## src/design/uwb_pkg.sv

```systemverilog
package uwb_pkg;

    // Wishbone bus geometry
    localparam int ADDR_W = 16;
    localparam int DATA_W = 32;

    // Bytes carried on the serial line per field
    localparam int ADDR_BYTES = ADDR_W / 8;
    localparam int DATA_BYTES = DATA_W / 8;

    // Command byte values sent by the host
    typedef enum logic [7:0] {
        CMD_READ  = 8'h01,
        CMD_WRITE = 8'hAA
    } cmd_e;

    // Decoded request handed to the execute stage
    typedef struct packed {
        logic              we;   // 1 = write
        logic [ADDR_W-1:0] adr;
        logic [DATA_W-1:0] dat;  // Write data, don't care on reads
    } wb_req_t;

    // Read result handed to the serializer
    typedef struct packed {
        logic [DATA_W-1:0] dat;
    } rd_resp_t;

    // Master to slave Wishbone signals
    typedef struct packed {
        logic              cyc;
        logic              stb;
        logic              we;
        logic [ADDR_W-1:0] adr;
        logic [DATA_W-1:0] dat;
    } wb_m2s_t;

endpackage

```

## src/design/uart_rx.sv

```systemverilog
`timescale 1ns/10ps

module uart_rx #(
    parameter int CLKS_PER_BIT = 16
) (
    input  logic       clk,
    input  logic       rst,
    input  logic       rx_i,
    input  logic       start_rx_i,  // Receiver ignores the line while low
    output logic [7:0] byte_o,
    output logic       valid_o      // One cycle pulse per good byte
);
    localparam int CNT_W = $clog2(CLKS_PER_BIT);
    localparam logic [CNT_W-1:0] HALF_BIT = CNT_W'(CLKS_PER_BIT / 2 - 1);
    localparam logic [CNT_W-1:0] FULL_BIT = CNT_W'(CLKS_PER_BIT - 1);

    typedef enum logic [1:0] {IDLE, START, DATA, STOP} state_e;

    state_e           state_q;
    logic [CNT_W-1:0] clk_cnt_q;
    logic [2:0]       bit_cnt_q;
    logic             rx_meta_q;
    logic             rx_sync_q;
    logic             rx_prev_q;  // For falling edge detection
    logic [7:0]       shift_q;

    // Two flop synchronizer, line idles high
    always_ff @(posedge clk or posedge rst) begin
        if (rst) begin
            rx_meta_q <= 1'b1;
            rx_sync_q <= 1'b1;
            rx_prev_q <= 1'b1;
        end else begin
            rx_meta_q <= rx_i;
            rx_sync_q <= rx_meta_q;
            rx_prev_q <= rx_sync_q;
        end
    end

    always_ff @(posedge clk or posedge rst) begin
        if (rst) begin
            state_q   <= IDLE;
            clk_cnt_q <= '0;
            bit_cnt_q <= '0;
            valid_o   <= 1'b0;
        end else begin
            valid_o <= 1'b0;
            case (state_q)
                IDLE: begin
                    clk_cnt_q <= '0;
                    bit_cnt_q <= '0;
                    if (start_rx_i && rx_prev_q && !rx_sync_q) state_q <= START;
                end
                START: begin
                    if (clk_cnt_q == HALF_BIT) begin  // Middle of start bit
                        clk_cnt_q <= '0;
                        state_q   <= rx_sync_q ? IDLE : DATA;  // Glitch goes back to idle
                    end else begin
                        clk_cnt_q <= clk_cnt_q + 1'b1;
                    end
                end
                DATA: begin
                    if (clk_cnt_q == FULL_BIT) begin
                        clk_cnt_q <= '0;
                        bit_cnt_q <= bit_cnt_q + 1'b1;
                        if (bit_cnt_q == 3'd7) state_q <= STOP;
                    end else begin
                        clk_cnt_q <= clk_cnt_q + 1'b1;
                    end
                end
                STOP: begin
                    if (clk_cnt_q == FULL_BIT) begin
                        valid_o <= rx_sync_q;  // Bad stop bit drops the frame
                        state_q <= IDLE;
                    end else begin
                        clk_cnt_q <= clk_cnt_q + 1'b1;
                    end
                end
                default: state_q <= IDLE;
            endcase
        end
    end

    // LSB arrives first, so shift in from the top
    always_ff @(posedge clk) begin
        if (state_q == DATA && clk_cnt_q == FULL_BIT) shift_q <= {rx_sync_q, shift_q[7:1]};
    end

    assign byte_o = shift_q;

endmodule

```

## src/design/uart_tx.sv

```systemverilog
`timescale 1ns/10ps

module uart_tx #(
    parameter int CLKS_PER_BIT = 16
) (
    input  logic       clk,
    input  logic       rst,
    input  logic [7:0] byte_i,
    input  logic       valid_i,  // Taken only while ready_o is high
    output logic       tx_o,
    output logic       ready_o
);
    localparam int CNT_W = $clog2(CLKS_PER_BIT);
    localparam logic [CNT_W-1:0] FULL_BIT = CNT_W'(CLKS_PER_BIT - 1);

    typedef enum logic {IDLE, SHIFT} state_e;

    state_e           state_q;
    logic [CNT_W-1:0] clk_cnt_q;
    logic [3:0]       bit_cnt_q;  // 0 is start bit, 9 is stop bit
    logic [8:0]       shift_q;    // Data bits then stop bit

    always_ff @(posedge clk or posedge rst) begin
        if (rst) begin
            state_q   <= IDLE;
            clk_cnt_q <= '0;
            bit_cnt_q <= '0;
            tx_o      <= 1'b1;
        end else begin
            case (state_q)
                IDLE: begin
                    if (valid_i) begin
                        tx_o      <= 1'b0;  // Start bit
                        clk_cnt_q <= '0;
                        bit_cnt_q <= '0;
                        state_q   <= SHIFT;
                    end
                end
                SHIFT: begin
                    if (clk_cnt_q == FULL_BIT) begin
                        clk_cnt_q <= '0;
                        if (bit_cnt_q == 4'd9) begin
                            state_q <= IDLE;  // Stop bit done, line stays high
                        end else begin
                            tx_o      <= shift_q[0];
                            bit_cnt_q <= bit_cnt_q + 1'b1;
                        end
                    end else begin
                        clk_cnt_q <= clk_cnt_q + 1'b1;
                    end
                end
                default: state_q <= IDLE;
            endcase
        end
    end

    always_ff @(posedge clk) begin
        if (state_q == IDLE && valid_i) begin
            shift_q <= {1'b1, byte_i};
        end else if (state_q == SHIFT && clk_cnt_q == FULL_BIT) begin
            shift_q <= {1'b1, shift_q[8:1]};
        end
    end

    assign ready_o = (state_q == IDLE);

endmodule

```

## src/design/cmd_decode.sv

```systemverilog
`timescale 1ns/10ps

module cmd_decode (
    input  logic             clk,
    input  logic             rst,
    input  logic [7:0]       byte_i,
    input  logic             valid_i,
    output logic             req_o,
    output uwb_pkg::wb_req_t req_data_o,
    input  logic             ack_i
);
    typedef enum logic [1:0] {IDLE, ADDR, DATA, ISSUE} state_e;

    state_e           state_q;
    logic [1:0]       byte_cnt_q;  // Byte position inside the current field
    uwb_pkg::wb_req_t req_q;

    always_ff @(posedge clk or posedge rst) begin
        if (rst) begin
            state_q    <= IDLE;
            byte_cnt_q <= '0;
            req_o      <= 1'b0;
        end else begin
            case (state_q)
                IDLE: begin
                    byte_cnt_q <= '0;
                    if (valid_i && (byte_i == uwb_pkg::CMD_READ ||
                                    byte_i == uwb_pkg::CMD_WRITE)) begin
                        state_q <= ADDR;  // Unknown opcodes are dropped here
                    end
                end
                ADDR: begin
                    if (valid_i) begin
                        if (byte_cnt_q == 2'(uwb_pkg::ADDR_BYTES - 1)) begin
                            byte_cnt_q <= '0;
                            if (req_q.we) begin
                                state_q <= DATA;
                            end else begin
                                state_q <= ISSUE;
                                req_o   <= 1'b1;
                            end
                        end else begin
                            byte_cnt_q <= byte_cnt_q + 1'b1;
                        end
                    end
                end
                DATA: begin
                    if (valid_i) begin
                        if (byte_cnt_q == 2'(uwb_pkg::DATA_BYTES - 1)) begin
                            state_q <= ISSUE;
                            req_o   <= 1'b1;
                        end else begin
                            byte_cnt_q <= byte_cnt_q + 1'b1;
                        end
                    end
                end
                ISSUE: begin
                    // Line bytes are ignored until the handshake closes
                    if (req_o && ack_i) req_o <= 1'b0;
                    if (!req_o && !ack_i) state_q <= IDLE;
                end
                default: state_q <= IDLE;
            endcase
        end
    end

    // Little-endian byte assembly
    always_ff @(posedge clk) begin
        if (valid_i) begin
            case (state_q)
                IDLE:    req_q.we <= (byte_i == uwb_pkg::CMD_WRITE);
                ADDR:    req_q.adr[byte_cnt_q*8 +: 8] <= byte_i;
                DATA:    req_q.dat[byte_cnt_q*8 +: 8] <= byte_i;
                default: ;
            endcase
        end
    end

    assign req_data_o = req_q;  // Stable while req_o is high

endmodule

```

## src/design/wb_execute.sv

```systemverilog
`timescale 1ns/10ps

module wb_execute (
    input  logic                       clk,
    input  logic                       rst,
    input  logic                       req_i,
    input  uwb_pkg::wb_req_t           req_data_i,
    output logic                       ack_o,
    output logic                       rsp_req_o,
    output uwb_pkg::rd_resp_t          rsp_data_o,
    input  logic                       rsp_ack_i,
    output uwb_pkg::wb_m2s_t           wb_o,
    input  logic [uwb_pkg::DATA_W-1:0] wb_dat_i_,
    input  logic                       wb_ack_i_
);
    typedef enum logic [1:0] {IDLE, BUS, RESP, DONE} state_e;

    state_e            state_q;
    logic              bus_q;   // Drives both cyc and stb
    uwb_pkg::cmd_e     op_q;
    uwb_pkg::wb_req_t  cur_q;   // Request held for the bus cycle
    uwb_pkg::rd_resp_t rdat_q;

    always_ff @(posedge clk or posedge rst) begin
        if (rst) begin
            state_q   <= IDLE;
            bus_q     <= 1'b0;
            ack_o     <= 1'b0;
            rsp_req_o <= 1'b0;
        end else begin
            case (state_q)
                IDLE: begin
                    if (req_i) begin
                        bus_q   <= 1'b1;
                        state_q <= BUS;
                    end
                end
                BUS: begin
                    if (wb_ack_i_) begin  // bus_q is high in this state
                        bus_q <= 1'b0;
                        if (op_q == uwb_pkg::CMD_READ) begin
                            rsp_req_o <= 1'b1;
                            state_q   <= RESP;
                        end else begin
                            ack_o   <= 1'b1;
                            state_q <= DONE;
                        end
                    end
                end
                RESP: begin
                    if (rsp_req_o && rsp_ack_i) rsp_req_o <= 1'b0;
                    if (!rsp_req_o && !rsp_ack_i) begin
                        ack_o   <= 1'b1;  // Response fully sent
                        state_q <= DONE;
                    end
                end
                DONE: begin
                    if (!req_i) begin
                        ack_o   <= 1'b0;
                        state_q <= IDLE;
                    end
                end
                default: state_q <= IDLE;
            endcase
        end
    end

    always_ff @(posedge clk) begin
        if (state_q == IDLE && req_i) begin
            cur_q <= req_data_i;
            op_q  <= req_data_i.we ? uwb_pkg::CMD_WRITE : uwb_pkg::CMD_READ;
        end
        if (state_q == BUS && wb_ack_i_) rdat_q.dat <= wb_dat_i_;
    end

    assign wb_o = '{cyc: bus_q, stb: bus_q, we: cur_q.we, adr: cur_q.adr, dat: cur_q.dat};
    assign rsp_data_o = rdat_q;

endmodule

```

## src/design/resp_serialize.sv

```systemverilog
`timescale 1ns/10ps

module resp_serialize (
    input  logic              clk,
    input  logic              rst,
    input  logic              req_i,
    input  uwb_pkg::rd_resp_t data_i,
    output logic              ack_o,
    output logic [7:0]        tx_byte_o,
    output logic              tx_valid_o,
    input  logic              tx_ready_i
);
    typedef enum logic [1:0] {IDLE, SEND, HOLD} state_e;

    state_e                     state_q;
    logic [1:0]                 byte_cnt_q;
    logic [uwb_pkg::DATA_W-1:0] shift_q;
    logic                       take;   // Next byte goes to the transmitter

    // Wait one cycle after a pulse so ready reflects the busy transmitter
    assign take = (state_q == SEND) && tx_ready_i && !tx_valid_o;

    always_ff @(posedge clk or posedge rst) begin
        if (rst) begin
            state_q    <= IDLE;
            byte_cnt_q <= '0;
            tx_valid_o <= 1'b0;
            ack_o      <= 1'b0;
        end else begin
            tx_valid_o <= take;
            case (state_q)
                IDLE: begin
                    byte_cnt_q <= '0;
                    if (req_i) state_q <= SEND;
                end
                SEND: begin
                    if (take) begin
                        byte_cnt_q <= byte_cnt_q + 1'b1;
                        if (byte_cnt_q == 2'(uwb_pkg::DATA_BYTES - 1)) begin
                            ack_o   <= 1'b1;  // Last byte handed over
                            state_q <= HOLD;
                        end
                    end
                end
                HOLD: begin
                    if (!req_i) begin
                        ack_o   <= 1'b0;
                        state_q <= IDLE;
                    end
                end
                default: state_q <= IDLE;
            endcase
        end
    end

    // LSB byte leaves first
    always_ff @(posedge clk) begin
        if (state_q == IDLE && req_i) begin
            shift_q <= data_i.dat;
        end else if (take) begin
            tx_byte_o <= shift_q[7:0];
            shift_q   <= shift_q >> 8;
        end
    end

endmodule

```

## src/design/uart_wb_bridge.sv

```systemverilog
`timescale 1ns/10ps

module uart_wb_bridge #(
    parameter int CLKS_PER_BIT = 16
) (
    input  logic                       clk,
    input  logic                       rst,
    input  logic                       uart_rx_i,
    output logic                       uart_tx_o,
    input  logic                       start_rx_i,
    output uwb_pkg::wb_m2s_t           wb_o,
    input  logic [uwb_pkg::DATA_W-1:0] wb_dat_i,
    input  logic                       wb_ack_i
);
    logic [7:0]        rx_byte;
    logic              rx_valid;
    logic              dec_req;   // Decode to execute handshake
    logic              dec_ack;
    uwb_pkg::wb_req_t  dec_data;
    logic              rsp_req;   // Execute to serializer handshake
    logic              rsp_ack;
    uwb_pkg::rd_resp_t rsp_data;
    logic [7:0]        tx_byte;
    logic              tx_valid;
    logic              tx_ready;

    uart_rx #(
        .CLKS_PER_BIT(CLKS_PER_BIT)
    ) u_rx (
        .clk       (clk),
        .rst       (rst),
        .rx_i      (uart_rx_i),
        .start_rx_i(start_rx_i),
        .byte_o    (rx_byte),
        .valid_o   (rx_valid)
    );

    cmd_decode u_dec (
        .clk       (clk),
        .rst       (rst),
        .byte_i    (rx_byte),
        .valid_i   (rx_valid),
        .req_o     (dec_req),
        .req_data_o(dec_data),
        .ack_i     (dec_ack)
    );

    wb_execute u_exe (
        .clk       (clk),
        .rst       (rst),
        .req_i     (dec_req),
        .req_data_i(dec_data),
        .ack_o     (dec_ack),
        .rsp_req_o (rsp_req),
        .rsp_data_o(rsp_data),
        .rsp_ack_i (rsp_ack),
        .wb_o      (wb_o),
        .wb_dat_i_ (wb_dat_i),
        .wb_ack_i_ (wb_ack_i)
    );

    resp_serialize u_ser (
        .clk       (clk),
        .rst       (rst),
        .req_i     (rsp_req),
        .data_i    (rsp_data),
        .ack_o     (rsp_ack),
        .tx_byte_o (tx_byte),
        .tx_valid_o(tx_valid),
        .tx_ready_i(tx_ready)
    );

    uart_tx #(
        .CLKS_PER_BIT(CLKS_PER_BIT)
    ) u_tx (
        .clk    (clk),
        .rst    (rst),
        .byte_i (tx_byte),
        .valid_i(tx_valid),
        .tx_o   (uart_tx_o),
        .ready_o(tx_ready)
    );

endmodule

```

## config.mk

```make
export PLATFORM = sky130hd
export DESIGN_NAME = uart_wb_bridge
export DESIGN_NICKNAME = d
export VERILOG_FILES = /design/src/design/uwb_pkg.sv /design/src/design/uart_rx.sv /design/src/design/uart_tx.sv /design/src/design/cmd_decode.sv /design/src/design/wb_execute.sv /design/src/design/resp_serialize.sv /design/src/design/uart_wb_bridge.sv
export SDC_FILE = /design/constraint.sdc
export NUM_CORES = 1
export LEC_CHECK = 0
export BUFFER_PORTS_ARGS = -buffer_cell sky130_fd_sc_hd__buf_2
export CAP_MARGIN = 30
export CORE_MARGIN = 2
export CORE_UTILIZATION = 63
export DETAILED_ROUTE_END_ITERATION = 10
export GPL_TIMING_DRIVEN = 1
export PLACE_DENSITY = 0.9
export SYNTH_ARGS = -nofsm -noshare
export SYNTH_HDL_FRONTEND = slang
export SYNTH_SLANG_ARGS = --single-unit
```

## constraint.sdc

```tcl
create_clock -name clk -period 5.8 [get_ports clk]
set_input_delay 1.45 -clock clk [delete_from_list [all_inputs] [get_ports clk]]
set_output_delay 1.45 -clock clk [all_outputs]
set_load 0.01 [all_outputs]
```

# Yosys cells after proc, flatten, opt, wreduce, memory -nomap -nowiden
# Index checks and enable logic that the tools add are counted.
# W data, S select, Z words.
# word_totals
reg_bits	233
latchBits	0
mem_bits_rw	0
rom_bits	0
input_bits	37
out_inout_bits	52
elab_cells	236
n_memories	0
# op_classes
n_addsub	7
mul	0
n_div	0
n_lt_le_gt_ge	0
eq_ne	51
shifts	4
mux	85
bitwise_logic	2
n_reduce_logical	53
# op_table
cell	count
$mux W32	2
$mux W2	25
$neg A5 Y34	1
$shift A8 B34 Y16 const A	1
$shift A8 B34 Y32 const A	1
$shiftx A8 B34 Y16	1
$shiftx A8 B34 Y32	1
$bwmux W32	1
$ne A2 B1 Y1 const B	15
$mux W1	28
$mux W4	7
$ne A2 B2 Y1 const B	14
$mux W8	3
$pmux W2 S4	3
$reduce_and A4 Y1	5
$eq A2 B2 Y1 const B	9
$bwmux W16	1
$eq A8 B1 Y1 const B	2
$pmux W4 S2	2
$pmux W4 S4	1
$logic_and A1 B1 Y1	15
$reduce_bool A2 Y1	7
$add A4 B1 Y4 const B	3
$eq A4 B4 Y1 const B	3
22 further kinds	51

# Logic depth before layout (Yosys ltp)
# Gate-level depths: netlist of run 1.
# depth
depth_word	5
depth_mapped	6
ltp_nobuf	6

# Cells and area by module
# A second synthesis of run 1 with hierarchy kept.
# hier_totals
hier_cells	542
hier_area_um2	8907.3
# modules_own_cells
mod	instances	cells_per_inst	area_each_um2	seq_area_each_um2
wb_execute	1	126	2871.5	2587.5
cmd_decode	1	167	2401.1	1596.5
resp_serialize	1	102	1845.5	1351.3
uart_rx	1	71	904.6	569.3
uart_tx	1	76	884.6	491.7

# Least setup slack after synthesis of run 1
# Ideal clock, no wire load.
# synth_path
kind	in2reg
start	input wb_ack_i
end	register u_exe.rdat_q (netlist bit u_exe.rsp_data_o[0]) (enable)
setup_time_ns	0.392
arrival_time_ns	2.245
t_required_ns	5.408
slack_ns	3.163
path_stages	1
path_cell_list	and2_1
# synth_between
elab_chain_len	1
# synth_lines
element	line	text
start: declaration	uart_wb_bridge.sv:13	input logic wb_ack_i
$logic_and A1 B1 Y1	wb_execute.sv:73	if (state_q == BUS && wb_ack_i_) rdat_q.dat <= wb_dat_i_;
end: declaration	wb_execute.sv:22	uwb_pkg::rd_resp_t rdat_q;
# No other way between the ends.
# A chain may end at the register's enable or synchronous reset.

# Worst setup path after layout of run 1
# layout_path
start	register u_tx.tx_o
end	output uart_tx_o
# layout_lines
element	line	text
start: declaration	uart_tx.sv:10	output logic tx_o,
start signal: assignment	uart_tx.sv:45	tx_o <= shift_q[0];
end: declaration	uart_wb_bridge.sv:9	output logic uart_tx_o,
# No word-level cell between the ends.

==> impl_metrics.py, run 1 <==
metrics = {
    "setup_path": {
        "cp_top_family": "flip-flops",
        "crit_type": "reg2out",
        "required_ns": 4.35,
        "cp-end-kind": "output port",
        "critPathSlowestCell": "dfstp_2",
        "crit_fanout": 2,
        "arrival_ns": 1.15,
        "cp_slowest_stage_delay_ns": 0.53,
        "startpoint_type": "register",
        "path_cells": "buf_2",
        "critPathBufInv": 1,
    },
    "floorplanning": {
        "rows": 42,
        "start_util_pct": 65.2,
        "io_pins": 89,
        "dieArea_sq_um": 14800,
        "chipHeight_microns": 122,
        "fp.dieW_microns": 122,
        "core-area_sq_um": 13300,
    },
    "logic_synthesis": {
        "ys_seq_area_share_pct": 75.8,
        "syn_inst": 527,
        "syn-num-nets": 586,
        "synthDistinctLibCells": 51,
        "synth_edf_count": 187,
        "synth-async-reset-ratio_pct": 17.3,
        "ys_seq_elements": 226,
        "syn_area_per_cell_sq_um": 16.5,
        "syn_area_sq_um": 8710,
        "ys.flop_type": "edfxtp_1",
        "yosys_warnings": 0,
    },
    "sta": {
        "relSlewSlack_pct": 32.1,
        "period_needed_ns": 2.60,
        "fin_crit_sh_pct": 44.9,
        "tightestPinTransition_ns": 1.01,
        "rsz0062_at_grt": "false",
        "final.setup.tns_ns": 0,
        "drv_slew": 0,
        "setup_viol": 0,
        "max_freq_mhz": 384,
        "clock_skew_ns": 0.0162,
        "hold_viol": 0,
    },
    "detailed_routing": {
        "drc_errors": 0,
        "post_drt_wl_per_cell_microns": 19.7,
        "wl_mm": 16.2,
        "drt_iter0_drc": 505,
        "drtAntennaViolNets": 0,
        "viasPerCell": 5.89,
        "drtPass1Iterations": 5,
        "vias": 4829,
    },
    "grt": {
        "antenna_found_initial": 0,
        "grt_usage_pct": 23.1,
        "grt_max_degree": 40,
        "grt_pass1_vias": 4804,
        "grt_overflow": 0,
        "grt_first_pass_wirelength_mm": 25.8,
    },
    "power": {
        "p_int_mw": 3.10,
        "swShare_pct": 26.1,
        "switching_power_mw": 1.10,
        "seqPwrFrac_pct": 53.2,
        "p_leak_nw": 3.66,
        "vdd_drop_max_mv": 0.302,
        "clock_power_share_pct": 32.2,
        "combPwrFrac_pct": 14.6,
        "p_per_area_nw_per_um2": 419,
    },
    "final_layout": {
        "fin_nets": 687,
        "drive_above_1_share_pct": 26.7,
        "diodes": 0,
        "mostFrequentLayoutCells": "187 x edfxtp_1, 89 x buf_2, 54 x and2_1, 35 x dfrtp_1, 34 x mux2_2",
        "area_growth_pct": 15.2,
        "layout_commonest_cell": "edfxtp_1",
        "nFillCells": 720,
        "finish.utilization_pct": 75.2,
        "instances_no_fill": 820,
    },
    "worst_hold_path": {
        "hold_path_class": "reg2reg",
    },
    "clock_tree": {
        "cts.path.max_buffers": 3,
        "cts.clk_slew.worst_paths_ns": 0.06,
        "cts_made_buffers": 22,
        "cts_tree": "built",
        "cts-htree-levels": 1,
        "cts_resized": 0,
        "hold_buffers": 0,
        "clockRootBuffer": "clkbuf_16",
        "clkLatencyLatePin_ns": 0.51,
        "clock-sinks": 226,
        "cts_setup_buffers": 0,
    },
    "run": {
        "cap_violations": 0,
    },
    "place": {
        "numPortBuffers": 88,
        "dp.cells": 780,
        "dp_hpwl_mm": 9.42,
        "gp_congestion": 0.821,
    },
    "run_status": {
        "status": "finished clean",
    },
}
power by group through the flow:
stage          Combinational [mW]  Sequential (mW)  Clock (mW)
2_1_floorplan               0.495             2.18           0
3_3_place_gp                0.539             2.23           0
3_5_place_dp                0.579             2.26           0
4_1_cts                     0.610             2.24        1.37
5_1_grt                     0.675             2.26        1.43
6_report                    0.612             2.24        1.35
state kept, by name, indices dropped and copies added, names as in the netlist, 3 cells and up, named ones only:
register / flops
u_exe.wb_o: 48
u_exe.rsp_data_o: 32
u_ser.tx_byte_o: 8
u_tx.shift_q: 8
u_tx.bit_cnt_q: 4
u_dec.req_data_o: 49
u_rx.bit_cnt_q: 3
u_rx.clk_cnt_q: 4
u_ser.shift_q: 32
u_tx.clk_cnt_q: 4
u_rx.byte_o: 8
worst paths after layout:
path	from	cells past startpoint	slack, ns	end
max reg2reg	u_tx.state_q	4	3.44	u_tx.bit_cnt_q[0]
max in group asynchronous	rst	3	4.33	u_tx.tx_o
min in group asynchronous	rst	3	1.09	u_rx.clk_cnt_q[2]
max	u_tx.tx_o	1	3.20	uart_tx_o
min reg2reg	u_rx.rx_meta_q	0	0.35	u_rx.rx_sync_q
min	u_rx.rx_meta_q	0	0.35	u_rx.rx_sync_q
metal layers:
layer	up-vias	GRT usage (%)	wire [microns]
met5	-	0	0
met4	0	7.47	437
met3	39	3.51	951
met2	212	40.8	8600
met1	2402	29.7	6190
li1	2176	-	-
synth_stat cells (3+ instances only):
library cell | instances | area, sq um
nand4_1 | 3 | 18.8
o2111ai_1 | 3 | 26.3
nand2b_1 | 10 | 62.6
a22oi_1 | 3 | 22.5
edfxtp_1 | 187 | 5620
inv_1 | 17 | 63.8
buf_4 | 3 | 22.5
a31oi_1 | 3 | 18.8
nor3_1 | 5 | 25.0
dfrtp_1 | 35 | 876
nand3_1 | 7 | 35.0
nor2b_1 | 3 | 18.8
clkbuf_1 | 11 | 41.3
dfstp_2 | 4 | 105
a21oi_1 | 8 | 40.0
nor2_1 | 12 | 45.0
o21ai_0 | 22 | 110
nand2_1 | 17 | 63.8
o22ai_1 | 4 | 25.0
mux2i_1 | 3 | 30.0
and3_1 | 11 | 68.8
ha_1 | 22 | 275
a22o_1 | 9 | 78.8
mux2_2 | 34 | 383
nor4_1 | 3 | 18.8
and2_1 | 55 | 344
kinds of logic (layout without fill, tap and decap cells):
logic type,Yosys count,count (layout),share of synthesized area [%]
AO/OA/AOI/OAI,66,66,5.12
XOR/XNOR,1,1,0.101
adder cells (fa/ha/maj),22,22,3.16
buffers and inverters,33,150,1.58
flip-flops,226,226,75.8
multiplexers,39,39,5.00
AND/OR/NAND/NOR,140,140,9.28
cell type report:
cell class | count | area (sq um) | area share, %
Clock inverter | 13 | 93.8 | 0.935
Clock buffer | 27 | 591 | 5.89
Tap cell | 176 | 220 | 2.19
Sequential cell | 226 | 6600 | 65.7
Inverter | 17 | 63.8 | 0.636
Timing Repair Buffer | 93 | 488 | 4.86
Multi-Input combinational cell | 268 | 1980 | 19.7
through the flow:
stage	instance area (sq um)	hold slack, ns	power (mW)	setup WS [ns]
2_1_floorplan	8710	0.345	2.67	3.16
3_3_place_gp	9320	0.345	2.77	3.39
3_5_place_dp	9350	0.354	2.84	3.36
4_1_cts	10000	0.357	4.21	3.18
5_1_grt	10000	0.359	4.37	3.16
6_report	10000	0.354	4.20	3.20
Power figures use the tool's default switching activity.
==> run 2: changes to the inputs <==
--- a/config.mk
+++ b/config.mk
@@ -8,10 +8,10 @@
 export BUFFER_PORTS_ARGS = -buffer_cell sky130_fd_sc_hd__buf_2
 export CAP_MARGIN = 30
 export CORE_MARGIN = 2
-export CORE_UTILIZATION = 63
+export CORE_UTILIZATION = 58
 export DETAILED_ROUTE_END_ITERATION = 10
 export GPL_TIMING_DRIVEN = 1
-export PLACE_DENSITY = 0.9
+export PLACE_DENSITY = 0.85
 export SYNTH_ARGS = -nofsm -noshare
 export SYNTH_HDL_FRONTEND = slang
 export SYNTH_SLANG_ARGS = --single-unit
==> constraint.sdc (replaced) <==
create_clock -name clk -period 2.4 [get_ports clk]
set_input_delay 0.6 -clock clk [delete_from_list [all_inputs] [get_ports clk]]
set_output_delay 0.6 -clock clk [all_outputs]
set_load 0.01 [all_outputs]
==> run 2 against run 1 <==
  * First-iteration DRC count shrank 42%
  * Clock skew shrank 0.0045 ns
  * Power grew 140%
  * Final cell count grew 1.5%
  * Final area grew 0.89%
  * Wire length shrank 6.4%
  * Register-to-register slack lost 3.1 ns
  * Combinational power grew 150%
  * Critical path depth grew 5
  * Die area grew 8.3%
  * Non-clock buffer count grew 6
  * Largest cell class unchanged
  * Highest routed layer unchanged
==> impl_metrics.py, run 2 (same netlist as run 1, synthesis figures left out) <==
metrics = {
    "detailed_routing": {
        "route.met3.wl_microns": 936,
        "highest_layer": "met4",
        "dr_wl_met2_mm": 7.77,
        "vias": 4698,
        "drtPass1Iterations": 5,
        "post_drt_wl_per_cell_microns": 18.2,
        "wl_mm": 15.1,
        "drtAntennaViolNets": 0,
        "drt_iter0_drc": 291,
        "viasPerCell": 5.65,
        "drc_errors": 0,
        "met1_length_mm": 5.92,
    },
    "final_layout": {
        "largest_register_ffs": 49,
        "nFillCells": 863,
        "mostFrequentLayoutCells": "187 x edfxtp_1, 89 x buf_2, 54 x and2_1, 35 x dfrtp_1, 34 x mux2_2",
        "diodes": 0,
        "drive_above_1_share_pct": 27.6,
        "design_area_sq_um": 10100,
        "fin_nets": 693,
        "area_growth_pct": 16.3,
        "layout_commonest_cell": "edfxtp_1",
    },
    "sta": {
        "relSlewSlack_pct": 51.1,
        "clock_skew_ns": 0.0118,
        "setup_viol": 0,
        "tightestPinTransition_ns": 0.728,
        "period_needed_ns": 2.03,
        "max_freq_mhz": 493,
        "final.setup.tns_ns": 0,
        "rsz0062_at_grt": "false",
        "fin_ws_ns": 0.370,
        "fin_crit_sh_pct": 84.6,
        "drv_slew": 0,
        "hold_ws_ns": 0.207,
        "hold_viol": 0,
    },
    "power": {
        "swShare_pct": 25.5,
        "switching_power_mw": 2.63,
        "vdd_drop_max_mv": 0.686,
        "power_mw": 10.3,
        "combPwrFrac_pct": 14.9,
        "seqPwrFrac_pct": 52.4,
        "p_int_mw": 7.66,
        "p_leak_nw": 3.64,
        "clock_power_share_pct": 32.7,
        "p_per_area_nw_per_um2": 1020,
    },
    "clock_tree": {
        "clock-sinks": 226,
        "cts_made_buffers": 22,
        "cts_setup_buffers": 0,
        "cts_resized": 0,
        "clkLatencyLatePin_ns": 0.50,
        "cts_tree": "built",
        "clockRootBuffer": "clkbuf_16",
        "hold_buffers": 0,
        "cts-htree-levels": 1,
        "cts.path.max_buffers": 3,
        "cts.clk_slew.worst_paths_ns": 0.06,
    },
    "place": {
        "gp_congestion": 0.826,
        "post-place-ws_ns": 0.422,
        "dp_hpwl_mm": 9.73,
        "placed_cell_area_sq_um": 9420,
        "numPortBuffers": 88,
    },
    "setup_path": {
        "critPathSlowestCell": "dfrtp_1",
        "arrival_ns": 2.40,
        "required_ns": 2.77,
        "cp-end-kind": "register",
        "crit_type": "reg2reg",
        "crit_fanout": 9,
        "rrSetupSlack_ns": 0.37,
        "path_cells": "inv_1, ha_1, nor2_1, o2111ai_1, a311oi_2, mux2_1",
        "cp_slowest_stage_delay_ns": 0.44,
        "startpoint_type": "register",
    },
    "grt": {
        "grt_max_degree": 42,
        "grt_overflow": 0,
        "grt_first_pass_wirelength_mm": 24.6,
        "grt_pass1_vias": 4863,
        "grt_usage_pct": 19.3,
        "antenna_found_initial": 0,
    },
    "run_status": {
        "status": "finished clean",
    },
    "floorplanning": {
        "dieArea_sq_um": 16000,
        "core-area_sq_um": 14600,
        "start_util_pct": 59.7,
        "fp.dieW_microns": 127,
        "rows": 44,
        "io_pins": 89,
        "chipHeight_microns": 127,
    },
    "run": {
        "cap_violations": 0,
    },
    "worst_hold_path": {
        "hold_path_class": "in2async",
    },
}
-- run 2: changes by cell type in the layout (fill, tap and decap cells not counted) --
cell       delta
inv_8         -1
clkbuf_8      +1
clkinv_1      -2
buf_4         +5
bufinv_16     +1
clkbuf_1      -1
buf_12        +1
-- run 2: worst max-delay path: cells and delay by family (launching register included) --
family                     cells  cell delay [ns]
DFF                            1             0.44
buffers and inverters          1             0.09
and+or+nand+nor                1             0.21
adders and majority gates      1             0.30
muxes                          1             0.35
AOI/OAI and AO/OA              2             0.53
-- run 2: stage by stage --
step	utilization, %	cells
after floorplan	-	527
after global placement	64.5	793
after detailed placement	64.5	794
after CTS	69.4	832
after global routing	69.4	832
final	69.4	832
-- run 2: layer usage --
metal	up-vias	track usage, %
li1	2190	-
met1	2290	25.1
met2	176	32.7
met3	42	3.42
met4	0	7.95
met5	-	0
-- run 2: layout make-up --
class                           count  area, sq um  area share, %
Timing Repair Buffer               99          546           5.39
Clock buffer                       27          601           5.93
Sequential cell                   226         6600           65.2
Inverter                           17         63.8          0.630
Clock inverter                     11          105           1.04
Tap cell                          184          230           2.27
Multi-Input combinational cell    268         1980           19.6
-- run 2: path summary, 6_finish.rpt --
path                                  start                 to  depth (start not counted)
max in group asynchronous               rst          u_tx.tx_o                          3
hold reg to reg              u_rx.rx_meta_q     u_rx.rx_sync_q                          0
hold / removal                          rst  u_rx.clk_cnt_q[2]                          3
setup reg to reg           u_dec.state_q[0]   u_dec.state_q[1]                          6
setup / recovery           u_dec.state_q[0]   u_dec.state_q[1]                          6
min in group clk                  uart_rx_i     u_rx.rx_meta_q                          1
-- run 2: power by group through the flow --
stage / combinational (mW) / sequential [mW] / clock [mW]
floorplan: 1.20 / 5.26 / 0
global placement: 1.35 / 5.39 / 0
detailed placement: 1.48 / 5.45 / 0
CTS: 1.54 / 5.39 / 3.42
global route: 1.69 / 5.47 / 3.58
finish: 1.53 / 5.39 / 3.37
